## src/fetch_config.svh

```systemverilog
`ifndef FETCH_CONFIG_SVH
`define FETCH_CONFIG_SVH

// byte address width seen by the IFU and the cache
`define FB_ADDR_BITS 32

// one cache line, four instruction words
`define FB_LINE_BITS 128

// queue entries beyond the line in flight
`define FB_DEPTH 4

// queue pointer width, top bit is the wrap bit
`define FB_PTR_BITS 3

// first fetch address after reset
`define FB_RESET_PC 32'h8000_0000

`endif

```

## src/fetch_pkg.sv

```systemverilog
`default_nettype none

`include "fetch_config.svh"

package fetch_pkg;

  // request channel state
  typedef enum logic [1:0] {
    IDLE,
    ADDR,
    RESP
  } fetch_state_e;

  // line number, pc without the byte offset inside a line
  typedef logic [`FB_ADDR_BITS-5:0] line_tag_t;

  typedef logic [`FB_LINE_BITS-1:0] line_t;

  typedef logic [31:0] inst_t;

  // one queue slot, line data plus its error flag
  typedef struct packed {
    line_t line;
    logic  fault;
  } q_entry_t;

endpackage

`default_nettype wire

```

## src/line_queue_if.sv

```systemverilog
`timescale 1ns/1ps
`default_nettype none

`include "fetch_config.svh"

interface line_queue_if;

  // controller side requests
  logic                 push;
  logic                 pop;
  logic                 flush;
  fetch_pkg::q_entry_t  push_entry;

  // queue side status
  logic                 full;
  logic                 empty;
  logic [`FB_PTR_BITS-1:0] count;
  fetch_pkg::q_entry_t  head_entry;

  modport ctrl (
    output push, pop, flush, push_entry,
    input  full, empty, count, head_entry
  );

  modport queue (
    input  push, pop, flush, push_entry,
    output full, empty, count, head_entry
  );

endinterface

`default_nettype wire

```

## src/line_store.sv

```systemverilog
`timescale 1ns/1ps
`default_nettype none

`include "fetch_config.svh"

module line_store (
  input  wire                          clk,
  input  wire                          wen_i,
  input  wire [`FB_PTR_BITS-2:0]       waddr_i,
  input  wire fetch_pkg::q_entry_t     wentry_i,
  input  wire [`FB_PTR_BITS-2:0]       raddr_i,
  output fetch_pkg::q_entry_t          rentry_o
);

  fetch_pkg::q_entry_t mem [`FB_DEPTH];

  always_ff @(posedge clk) begin
    if (wen_i) begin
      mem[waddr_i] <= wentry_i;
    end
  end

  // write data shows through on a read of the same slot
  always_comb begin
    if (wen_i && (waddr_i == raddr_i)) begin
      rentry_o = wentry_i;
    end else begin
      rentry_o = mem[raddr_i];
    end
  end

endmodule

`default_nettype wire

```

## src/line_queue.sv

```systemverilog
`timescale 1ns/1ps
`default_nettype none

`include "fetch_config.svh"

module line_queue (
  input  wire         clk,
  input  wire         rst_n,
  line_queue_if.queue q
);

  logic [`FB_PTR_BITS-1:0] wptr_q;
  logic [`FB_PTR_BITS-1:0] rptr_q;
  logic                    wen;

  // a flush wins over push and pop
  assign wen = q.push && !q.flush;

  // ==================================================
  // pointers
  // ==================================================
  always_ff @(posedge clk) begin
    if (rst_n) begin
      wptr_q <= '0;
    end else if (wen) begin
      wptr_q <= wptr_q + 1'b1;
    end
  end

  always_ff @(posedge clk) begin
    if (rst_n) begin
      rptr_q <= '0;
    end else if (q.flush) begin
      // drop everything queued
      rptr_q <= wptr_q;
    end else if (q.pop) begin
      rptr_q <= rptr_q + 1'b1;
    end
  end

  // same slot, opposite lap means full
  assign q.full  = (rptr_q == {~wptr_q[`FB_PTR_BITS-1], wptr_q[`FB_PTR_BITS-2:0]});
  assign q.empty = (rptr_q == wptr_q);
  assign q.count = wptr_q - rptr_q;

  // storage
  line_store u_store (
    .clk      (clk),
    .wen_i    (wen),
    .waddr_i  (wptr_q[`FB_PTR_BITS-2:0]),
    .wentry_i (q.push_entry),
    .raddr_i  (rptr_q[`FB_PTR_BITS-2:0]),
    .rentry_o (q.head_entry)
  );

endmodule

`default_nettype wire

```

## src/fetch_ctrl.sv

```systemverilog
`timescale 1ns/1ps
`default_nettype none

module fetch_ctrl (
  input  wire                     clk,
  input  wire                     rst_n,
  input  wire                     flush_i,
  input  wire                     ar_ready_i,
  input  wire                     r_valid_i,
  input  wire fetch_pkg::line_t   r_data_i,
  input  wire [1:0]               r_resp_i,
  input  wire fetch_pkg::line_tag_t pc_line_i,
  input  wire fetch_pkg::line_tag_t head_line_i,
  output logic                    ar_valid_o,
  output logic                    r_ready_o,
  output logic                    discard_o,
  output logic                    pop_o,
  line_queue_if.ctrl              q
);

  fetch_pkg::fetch_state_e state_q;
  fetch_pkg::fetch_state_e state_d;
  fetch_pkg::line_tag_t    next_line;
  logic                    discard_q;
  logic                    r_fire;
  logic                    pop;

  // ==================================================
  // request state machine
  // ==================================================
  always_comb begin
    state_d = state_q;
    case (state_q)
      fetch_pkg::IDLE: begin
        if (!q.full && !flush_i) begin
          state_d = fetch_pkg::ADDR;
        end
      end
      fetch_pkg::ADDR: begin
        if (ar_ready_i) begin
          state_d = fetch_pkg::RESP;
        end
      end
      fetch_pkg::RESP: begin
        if (r_valid_i) begin
          state_d = fetch_pkg::IDLE;
        end
      end
      default: state_d = fetch_pkg::IDLE;
    endcase
  end

  always_ff @(posedge clk) begin
    if (rst_n) begin
      state_q <= fetch_pkg::IDLE;
    end else begin
      state_q <= state_d;
    end
  end

  assign ar_valid_o = (state_q == fetch_pkg::ADDR);
  assign r_ready_o  = (state_q == fetch_pkg::RESP);
  assign r_fire     = r_valid_i & r_ready_o;

  // ==================================================
  // discard of the response that was in flight at a jump
  // ==================================================
  always_ff @(posedge clk) begin
    if (rst_n) begin
      discard_q <= 1'b0;
    end else if (r_fire) begin
      discard_q <= 1'b0;
    end else if (flush_i && state_q != fetch_pkg::IDLE) begin
      discard_q <= 1'b1;
    end
  end

  assign discard_o = discard_q;

  // queue requests
  assign next_line = head_line_i + 1'b1;
  assign pop       = !q.empty && !flush_i && (pc_line_i == next_line);
  assign pop_o     = pop;

  assign q.pop              = pop;
  assign q.flush            = flush_i;
  assign q.push             = r_fire && !discard_q && !flush_i;
  assign q.push_entry.line  = r_data_i;
  assign q.push_entry.fault = |r_resp_i;

endmodule

`default_nettype wire

```

## src/pc_window.sv

```systemverilog
`timescale 1ns/1ps
`default_nettype none

`include "fetch_config.svh"

module pc_window (
  input  wire                          clk,
  input  wire                          rst_n,
  input  wire                          flush_i,
  input  wire [`FB_ADDR_BITS-1:0]      pc_i,
  input  wire                          pop_i,
  input  wire [`FB_PTR_BITS-1:0]       count_i,
  input  wire                          enter_addr_i,
  output fetch_pkg::line_tag_t         pc_line_o,
  output fetch_pkg::line_tag_t         head_line_o,
  output logic [`FB_ADDR_BITS-1:0]     ar_addr_o
);

  localparam logic [`FB_ADDR_BITS-1:0] RESET_PC = `FB_RESET_PC;

  fetch_pkg::line_tag_t head_q;
  fetch_pkg::line_tag_t req_line;

  assign pc_line_o = pc_i[`FB_ADDR_BITS-1:4];

  // ==================================================
  // head line, the line at the front of the queue
  // ==================================================
  always_ff @(posedge clk) begin
    if (rst_n) begin
      head_q <= RESET_PC[`FB_ADDR_BITS-1:4];
    end else if (flush_i) begin
      head_q <= pc_i[`FB_ADDR_BITS-1:4];
    end else if (pop_i) begin
      head_q <= head_q + 1'b1;
    end
  end

  assign head_line_o = head_q;

  // next line to fetch sits right after the queued ones
  assign req_line = head_q + fetch_pkg::line_tag_t'(count_i);

  // held while the request is out
  always_ff @(posedge clk) begin
    if (enter_addr_i) begin
      ar_addr_o <= {req_line, 4'b0000};
    end
  end

endmodule

`default_nettype wire

```

## src/word_select.sv

```systemverilog
`timescale 1ns/1ps
`default_nettype none

`include "fetch_config.svh"

module word_select (
  input  wire [`FB_ADDR_BITS-1:0]      pc_i,
  input  wire fetch_pkg::line_tag_t    head_line_i,
  input  wire                          empty_i,
  input  wire fetch_pkg::q_entry_t     head_entry_i,
  input  wire                          r_fire_i,
  input  wire fetch_pkg::line_t        r_data_i,
  input  wire [1:0]                    r_resp_i,
  input  wire                          discard_i,
  output logic                         inst_valid_o,
  output fetch_pkg::inst_t             inst_o,
  output logic                         inst_fault_o
);

  logic             on_head;
  fetch_pkg::line_t src_line;
  logic             src_fault;

  assign on_head = (pc_i[`FB_ADDR_BITS-1:4] == head_line_i);

  // hit in the queue, or the head line arriving right now
  assign inst_valid_o = on_head && (!empty_i || (r_fire_i && !discard_i));

  // an empty queue means the word comes off the bus
  assign src_line  = empty_i ? r_data_i : head_entry_i.line;
  assign src_fault = empty_i ? (|r_resp_i) : head_entry_i.fault;

  assign inst_o       = inst_valid_o ? src_line[pc_i[3:2]*32 +: 32] : '0;
  assign inst_fault_o = inst_valid_o & src_fault;

endmodule

`default_nettype wire

```

## src/fetch_buffer_top.sv

```systemverilog
`timescale 1ns/1ps
`default_nettype none

`include "fetch_config.svh"

module fetch_buffer_top (
  input  wire                        clk,
  input  wire                        rst_n,
  // cache read channel
  output logic                       ar_valid_o,
  input  wire                        ar_ready_i,
  output logic [`FB_ADDR_BITS-1:0]   ar_addr_o,
  input  wire                        r_valid_i,
  output logic                       r_ready_o,
  input  wire [`FB_LINE_BITS-1:0]    r_data_i,
  input  wire [1:0]                  r_resp_i,
  // IFU side
  input  wire [`FB_ADDR_BITS-1:0]    pc_i,
  input  wire                        flush_i,
  output logic                       inst_valid_o,
  output logic [31:0]                inst_o,
  output logic                       inst_fault_o
);

  fetch_pkg::line_tag_t pc_line;
  fetch_pkg::line_tag_t head_line;
  logic                 discard;
  logic                 pop;
  logic                 r_fire;
  logic                 in_idle;

  line_queue_if q_if ();

  assign r_fire  = r_valid_i & r_ready_o;
  // no request out, address register follows head + count
  assign in_idle = ~(ar_valid_o | r_ready_o);

  fetch_ctrl u_ctrl (
    .clk         (clk),
    .rst_n       (rst_n),
    .flush_i     (flush_i),
    .ar_ready_i  (ar_ready_i),
    .r_valid_i   (r_valid_i),
    .r_data_i    (r_data_i),
    .r_resp_i    (r_resp_i),
    .pc_line_i   (pc_line),
    .head_line_i (head_line),
    .ar_valid_o  (ar_valid_o),
    .r_ready_o   (r_ready_o),
    .discard_o   (discard),
    .pop_o       (pop),
    .q           (q_if.ctrl)
  );

  line_queue u_queue (
    .clk   (clk),
    .rst_n (rst_n),
    .q     (q_if.queue)
  );

  pc_window u_window (
    .clk          (clk),
    .rst_n        (rst_n),
    .flush_i      (flush_i),
    .pc_i         (pc_i),
    .pop_i        (pop),
    .count_i      (q_if.count),
    .enter_addr_i (in_idle),
    .pc_line_o    (pc_line),
    .head_line_o  (head_line),
    .ar_addr_o    (ar_addr_o)
  );

  word_select u_select (
    .pc_i         (pc_i),
    .head_line_i  (head_line),
    .empty_i      (q_if.empty),
    .head_entry_i (q_if.head_entry),
    .r_fire_i     (r_fire),
    .r_data_i     (r_data_i),
    .r_resp_i     (r_resp_i),
    .discard_i    (discard),
    .inst_valid_o (inst_valid_o),
    .inst_o       (inst_o),
    .inst_fault_o (inst_fault_o)
  );

endmodule

`default_nettype wire

```

## config.mk

```make
export PLATFORM = sky130hd
export DESIGN_NAME = fetch_buffer_top
export DESIGN_NICKNAME = d
export VERILOG_FILES = /design/src/fetch_pkg.sv /design/src/line_queue_if.sv /design/src/line_store.sv /design/src/line_queue.sv /design/src/fetch_ctrl.sv /design/src/pc_window.sv /design/src/word_select.sv /design/src/fetch_buffer_top.sv
export VERILOG_INCLUDE_DIRS = /design/src
export SDC_FILE = /design/constraint.sdc
export NUM_CORES = 1
export LEC_CHECK = 0
export BUFFER_PORTS_ARGS = -buffer_cell sky130_fd_sc_hd__buf_2
export CORE_MARGIN = 2
export CORE_UTILIZATION = 50
export DETAILED_ROUTE_END_ITERATION = 8
export PLACE_DENSITY_LB_ADDON = 0.2
export SKIP_CTS_REPAIR_TIMING = 1
export SLEW_MARGIN = 0
export SYNTH_ARGS = -nofsm -noshare
export SYNTH_HDL_FRONTEND = slang
export SYNTH_HIERARCHICAL = 1
export SYNTH_SLANG_ARGS = --single-unit
```

## constraint.sdc

```tcl
create_clock -name clk -period 14.3 [get_ports clk]
set_input_delay 2.86 -clock clk [delete_from_list [all_inputs] [get_ports clk]]
set_output_delay 2.86 -clock clk [all_outputs]
set_load 0.05 [all_outputs]
```

==> results of run 1 <==
metrics by stage:
step                setup slack (ns)  power (mW)
floorplan                      0.759        2.19
global placement                4.57        2.25
detailed placement              4.53        2.25
CTS                             4.55        3.83
global route                    4.30        3.92
finish                          4.53        3.78
per-layer routing:
layer  part of all wire (%)  vias up  global-route usage (%)
li1                       -     6832                       -
met1                     44     7980                    29.6
met2                     49      378                    34.7
met3                    5.4      107                    4.40
met4                    1.9       16                    5.05
met5                   0.17        -                       0
path summary, 6_finish.rpt:
path | start | end
max | flush_i | inst_o[2]
min | u_ctrl/state_q[1] | u_ctrl/state_q[0]
max reg2reg | u_queue/rptr_q[0] | u_window/head_line_o[22]
min reg2reg | u_ctrl/state_q[1] | u_ctrl/state_q[0]
layout make-up:
| type | instances | area (um2) | area share, % |
|---|---|---|---|
| clock inverter | 31 | 228 | 0.734 |
| sequential | 581 | 17100 | 55.0 |
| tap | 756 | 946 | 3.05 |
| multi-input combinational | 855 | 9590 | 30.9 |
| timing repair buffer | 247 | 1310 | 4.23 |
| inverter | 25 | 93.8 | 0.302 |
| antenna | 5 | 12.5 | 0.0403 |
| clock buffer | 86 | 1770 | 5.70 |
kinds of logic (layout without fill, tap and decap cells):
kind of cell             count (synthesis)  count (layout)  synth area share [%]
flip-flops                             581             581                  60.0
multiplexers                           362             362                  21.8
buffers and inverters                  282             389                  6.51
AND/OR/NAND/NOR                        281             281                  5.71
XOR/XNOR                               108             108                  3.32
AO/OA/AOI/OAI                           89              89                  2.10
adder cells (fa/ha/maj)                 11              11                 0.536
other                                    1               9                0.0132
worst max-delay path, delay by kind of cell:
kind | cells | cell delay, ns
buf+inv | 3 | 1.25
simple gates | 4 | 1.58
mux | 3 | 1.06
flip-flops by register name (all words and copies together) (netlist names):
name / flops
u_queue/u_store/mem: 516
u_window/ar_addr_o: 28
u_window/head_line_o: 28
u_queue/rptr_q: 3
u_queue/wptr_q: 3
u_ctrl/state_q: 2
u_ctrl/discard_o: 1
Yosys cell counts, drive strengths merged (2+ instances only):
library cell | instances | share of area [%]
edfxtp | 544 | 57
buf | 228 | 5.8
mux4 | 193 | 15
mux2 | 130 | 5.1
xor2 | 65 | 2.0
nor3 | 57 | 1.0
nor2 | 55 | 0.73
xnor2 | 43 | 1.3
mux2i | 39 | 1.4
dfxtp | 37 | 2.6
nand2 | 30 | 0.40
clkbuf | 29 | 0.40
nand4 | 27 | 0.80
inv | 25 | 0.33
nand3 | 23 | 0.40
nor4 | 21 | 0.56
o21ai | 20 | 0.35
a21oi | 18 | 0.32
a211oi | 15 | 0.40
or3 | 12 | 0.27
and4 | 10 | 0.32
ha | 9 | 0.40
a311oi | 8 | 0.25
and3 | 6 | 0.13
nor2b | 6 | 0.16
nor3b | 6 | 0.16
or4 | 6 | 0.18
a221oi | 5 | 0.15
a31oi | 5 | 0.11
and2 | 4 | 0.088
nand3b | 4 | 0.11
nand4b | 4 | 0.12
or2 | 4 | 0.088
a2111oi | 3 | 0.092
a21o | 3 | 0.079
fa | 2 | 0.14
nand2b | 2 | 0.044
nor4b | 2 | 0.083
o221ai | 2 | 0.062
o31ai | 2 | 0.053
report_power, final:
group / internal (mW) / switching [mW] / leakage (nW)
clock: 0.912 / 0.657 / 0.975
sequential: 1.88 / 0.0310 / 5.25
combinational: 0.133 / 0.172 / 4.12
total: 2.92 / 0.860 / 10.3
==> results.yml, run 1 <==
outcome:
  status: "completed"
clocking:
  cts_buffers: 66
  clkTransAtPathRegs_ns: 0.05
  h-tree-depth: 3
  insertion_delay_ns: 0.60
  cts_root_buf: "clkbuf_16"
  cts.path.max_buffers: 3
  cts.sinks: 581
  cts_tree: "yes"
placement:
  gp_congestion: 0.932
  numPlacedInstances: 2464
  place_area_um2: 29000
  port-buffer-count: 228
  dp_hpwl_mm: 36.1
timing:
  fin_worst_skew_ns: 0.0193
  hold_viol: 0
  setup_viol: 0
  slew_viol_final: 0
  relSlewSlack_pct: 27.0
  fin_tns_setup_ns: 0
  rsz0062_at_grt: "false"
  fin_crit_sh_pct: 68.3
  tightest_slew_ns: 1.09
  whs_ns: 0.484
  finalCriticalPeriod_ns: 9.77
  fmax_mhz: 102
routing:
  drtPass1Iterations: 5
  wirelength_mm: 61.8
  drt_iter0_markers: 1078
  num_vias: 15300
  drc_errors: 0
  wl_per_cell_um: 23.9
  ant_nets: 0
  drt-vias-per-instance: 5.92
final_layout:
  final_cell_mix: "edfxtp_1 (544), buf_2 (226), mux4_2 (189)"
  n_fill_cell: 4550
  syn_to_final_growth_pct: 9.01
  final_cells: 2586
  nets: 1954
  layout_commonest_cell: "edfxtp_1"
  fin_area_um2: 31000
  drive_gt1_share_pct: 37.3
  finish.utilization_pct: 55.0
setup_path:
  max_stage_delay_ns: 0.73
  crit_chain: "buf_2 > nor3_1 > nor2b_4 > nand3_4 > buf_4 > mux2_2 > mux4_2 > mux2i_1 > nor3_1 > buf_2"
  cp-start-kind: "input pin"
  end_kind: "primary output"
  crit_fanout: 72
  slowest_stage: "nand3_4"
  r2r_setup_slack_ns: 9.33
  required_ns: 11.44
  crit_type: "input pin to primary output"
  arrival_ns: 6.91
  ff2ff_path_depth: 13
power:
  leakage_nw: 10.3
  power_density_nw_per_um2: 122
  ir_worst_vdd_uv: 98.7
floorplan:
  io_pins: 235
  core_um2: 56400
  placement_rows: 87
  die_h_um: 243
  start_util_pct: 50.5
  fp.dieW_um: 243
  dieArea_um2: 58900
global_route:
  grt_max_degree: 130
  grt_first_pass_wirelength_mm: 95.6
  grt_antenna_before_repair: 14
  grtUsageTotal_pct: 21.3
  grt_pass1_vias: 15700
  overflow: 0
yosys:
  syn-instance-count: 1715
  synth_ff_type: "edfxtp_1"
  synthArstFlopShare_pct: 0
  synth-edff-count: 544
  synth_warnings: 6
  ys_seq_area_share_pct: 60.0
  ys_ff_latch: 581
  ys_types: 69
  syn_area_per_cell_um2: 16.6
  syn-cell-area_um2: 28500
min_path:
  hold-path-cell-count: 1
  hold_class: "register to register"
job:
  cap_violations: 0
(Power assumes the default switching activity.)
==> inputs of run 2 (changes only) <==
Clock period 14.3 ns to 9.9 ns, I/O delays scaled along.
==> results.yml, run 2 (synthesis results as in run 1) <==
final_layout:
  regMostFlops: "u_queue/u_store/mem"
  largest_reg_flops: 516
  final_cells: 2580
  drive_gt1_share_pct: 37.3
  syn_to_final_growth_pct: 8.92
  n_fill_cell: 4562
  fin_area_um2: 31000
  final_cell_mix: "edfxtp_1 (544), buf_2 (226), mux4_2 (189)"
  layout_commonest_cell: "edfxtp_1"
  nets: 1948
routing:
  drc_errors: 0
  drtPass1Iterations: 5
  drt_iter0_markers: 972
  num_vias: 15300
  ant_nets: 0
  wirelength_mm: 61.2
  drt-vias-per-instance: 5.93
  wl_per_cell_um: 23.7
outcome:
  status: "completed"
placement:
  dp_hpwl_mm: 35.2
  place_area_um2: 29100
  numPlacedInstances: 2463
  gp_congestion: 0.928
  port-buffer-count: 228
clocking:
  clkTransAtPathRegs_ns: 0.06
  cts.path.max_buffers: 3
  h-tree-depth: 2
  insertion_delay_ns: 0.64
  cts_tree: "yes"
  cts_buffers: 61
  cts.sinks: 581
  cts_root_buf: "clkbuf_16"
timing:
  finalCriticalPeriod_ns: 7.82
  relSlewSlack_pct: 34.1
  fin_tns_setup_ns: 0
  tightest_slew_ns: 0.989
  fmax_mhz: 128
  fin_crit_sh_pct: 79.0
  fin_worst_skew_ns: 0.0336
  hold_viol: 0
  slew_viol_final: 0
  whs_ns: 0.487
  rsz0062_at_grt: "false"
  setup_viol: 0
floorplan:
  start_util_pct: 50.5
  fp.dieW_um: 243
  io_pins: 235
  dieArea_um2: 58900
  core_um2: 56400
  placement_rows: 87
  die_h_um: 243
global_route:
  overflow: 0
  grt_first_pass_wirelength_mm: 95.1
  grt_pass1_vias: 15900
  grt_antenna_before_repair: 12
  grt_max_degree: 130
  grtUsageTotal_pct: 21.0
power:
  p_sw_share_pct: 22.6
  clkPwrFrac_pct: 40.7
  combPwrFrac_pct: 8.2
  ir_worst_vdd_uv: 138
  power_density_nw_per_um2: 174
  leakage_nw: 10.3
  netSwitchingPower_mw: 1.22
  pwr-share-seq_pct: 51.0
  p_int_mw: 4.18
setup_path:
  crit_type: "input pin to primary output"
  end_kind: "primary output"
  cp-start-kind: "input pin"
  required_ns: 7.92
  crit_fanout: 77
  ff2ff_path_depth: 14
  arrival_ns: 5.84
min_path:
  hold_class: "register to register"
  hold-path-cell-count: 2
job:
  cap_violations: 0
run 2: changes by cell type in the layout (fill, tap and decap cells not counted), moves of 3 or more:
cell | before | now
buf_12 | 2 | 5
buf_4 | 19 | 15
bufinv_16 | 2 | 5
clkbuf_16 | 68 | 61
clkinv_1 | 14 | 11
run 2: power groups by stage:
stage	clock (mW)	sequential [mW]	combinational [mW]
2_1_floorplan	0	2.85	0.324
3_3_place_gp	0	2.81	0.440
3_5_place_dp	0	2.81	0.447
4_1_cts	2.25	2.75	0.449
5_1_grt	2.35	2.76	0.481
6_report	2.20	2.76	0.445
run 2: final cells by class:
type / count / area (um2) / area share, %
Antenna cell: 7 / 17.5 / 0.0565
Clock buffer: 79 / 1610 / 5.20
Clock inverter: 31 / 315 / 1.02
Inverter: 25 / 93.8 / 0.303
Multi-Input combinational cell: 855 / 9600 / 30.9
Sequential cell: 581 / 17100 / 55.1
Tap cell: 756 / 946 / 3.05
Timing Repair Buffer: 246 / 1340 / 4.33
run 2: worst paths after layout:
path / from / endpoint / slack [ns]
max reg2reg: u_queue/rptr_q[1] / u_window/head_line_o[22] / 4.93
min: u_ctrl/discard_o / u_ctrl/discard_o / 0.49
max: flush_i / inst_o[25] / 2.08
min reg2reg: u_ctrl/discard_o / u_ctrl/discard_o / 0.49
run 2: per-layer routing:
metal  up-vias  wire length, um  track usage, %  share of wire (%)
li1       6811                -               -                  -
met1      7978            26700            29.0                 44
met2       389            29900            34.6                 49
met3       101             3240            3.47                5.3
met4        10             1430            6.17                2.3
met5         -               46               0              0.075
run 2: per-stage QoR:
stage	setup slack, ns	util (%)	power [mW]
2_1_floorplan	1.39	-	3.17
3_3_place_gp	2.22	51.5	3.24
3_5_place_dp	2.14	51.5	3.25
4_1_cts	2.15	55.0	5.46
5_1_grt	1.86	55.0	5.59
6_report	2.08	55.0	5.40
run 2: critical path, cell delays in order:
cell and delay, ns:
buf_2 0.29, nor3_1 0.48, nor2b_4 0.37, nand3_4 0.74
buf_12 0.52, mux2_2 0.37, mux4_2 0.46, mux2i_1 0.14
nor3_1 0.11, buf_2 0.27
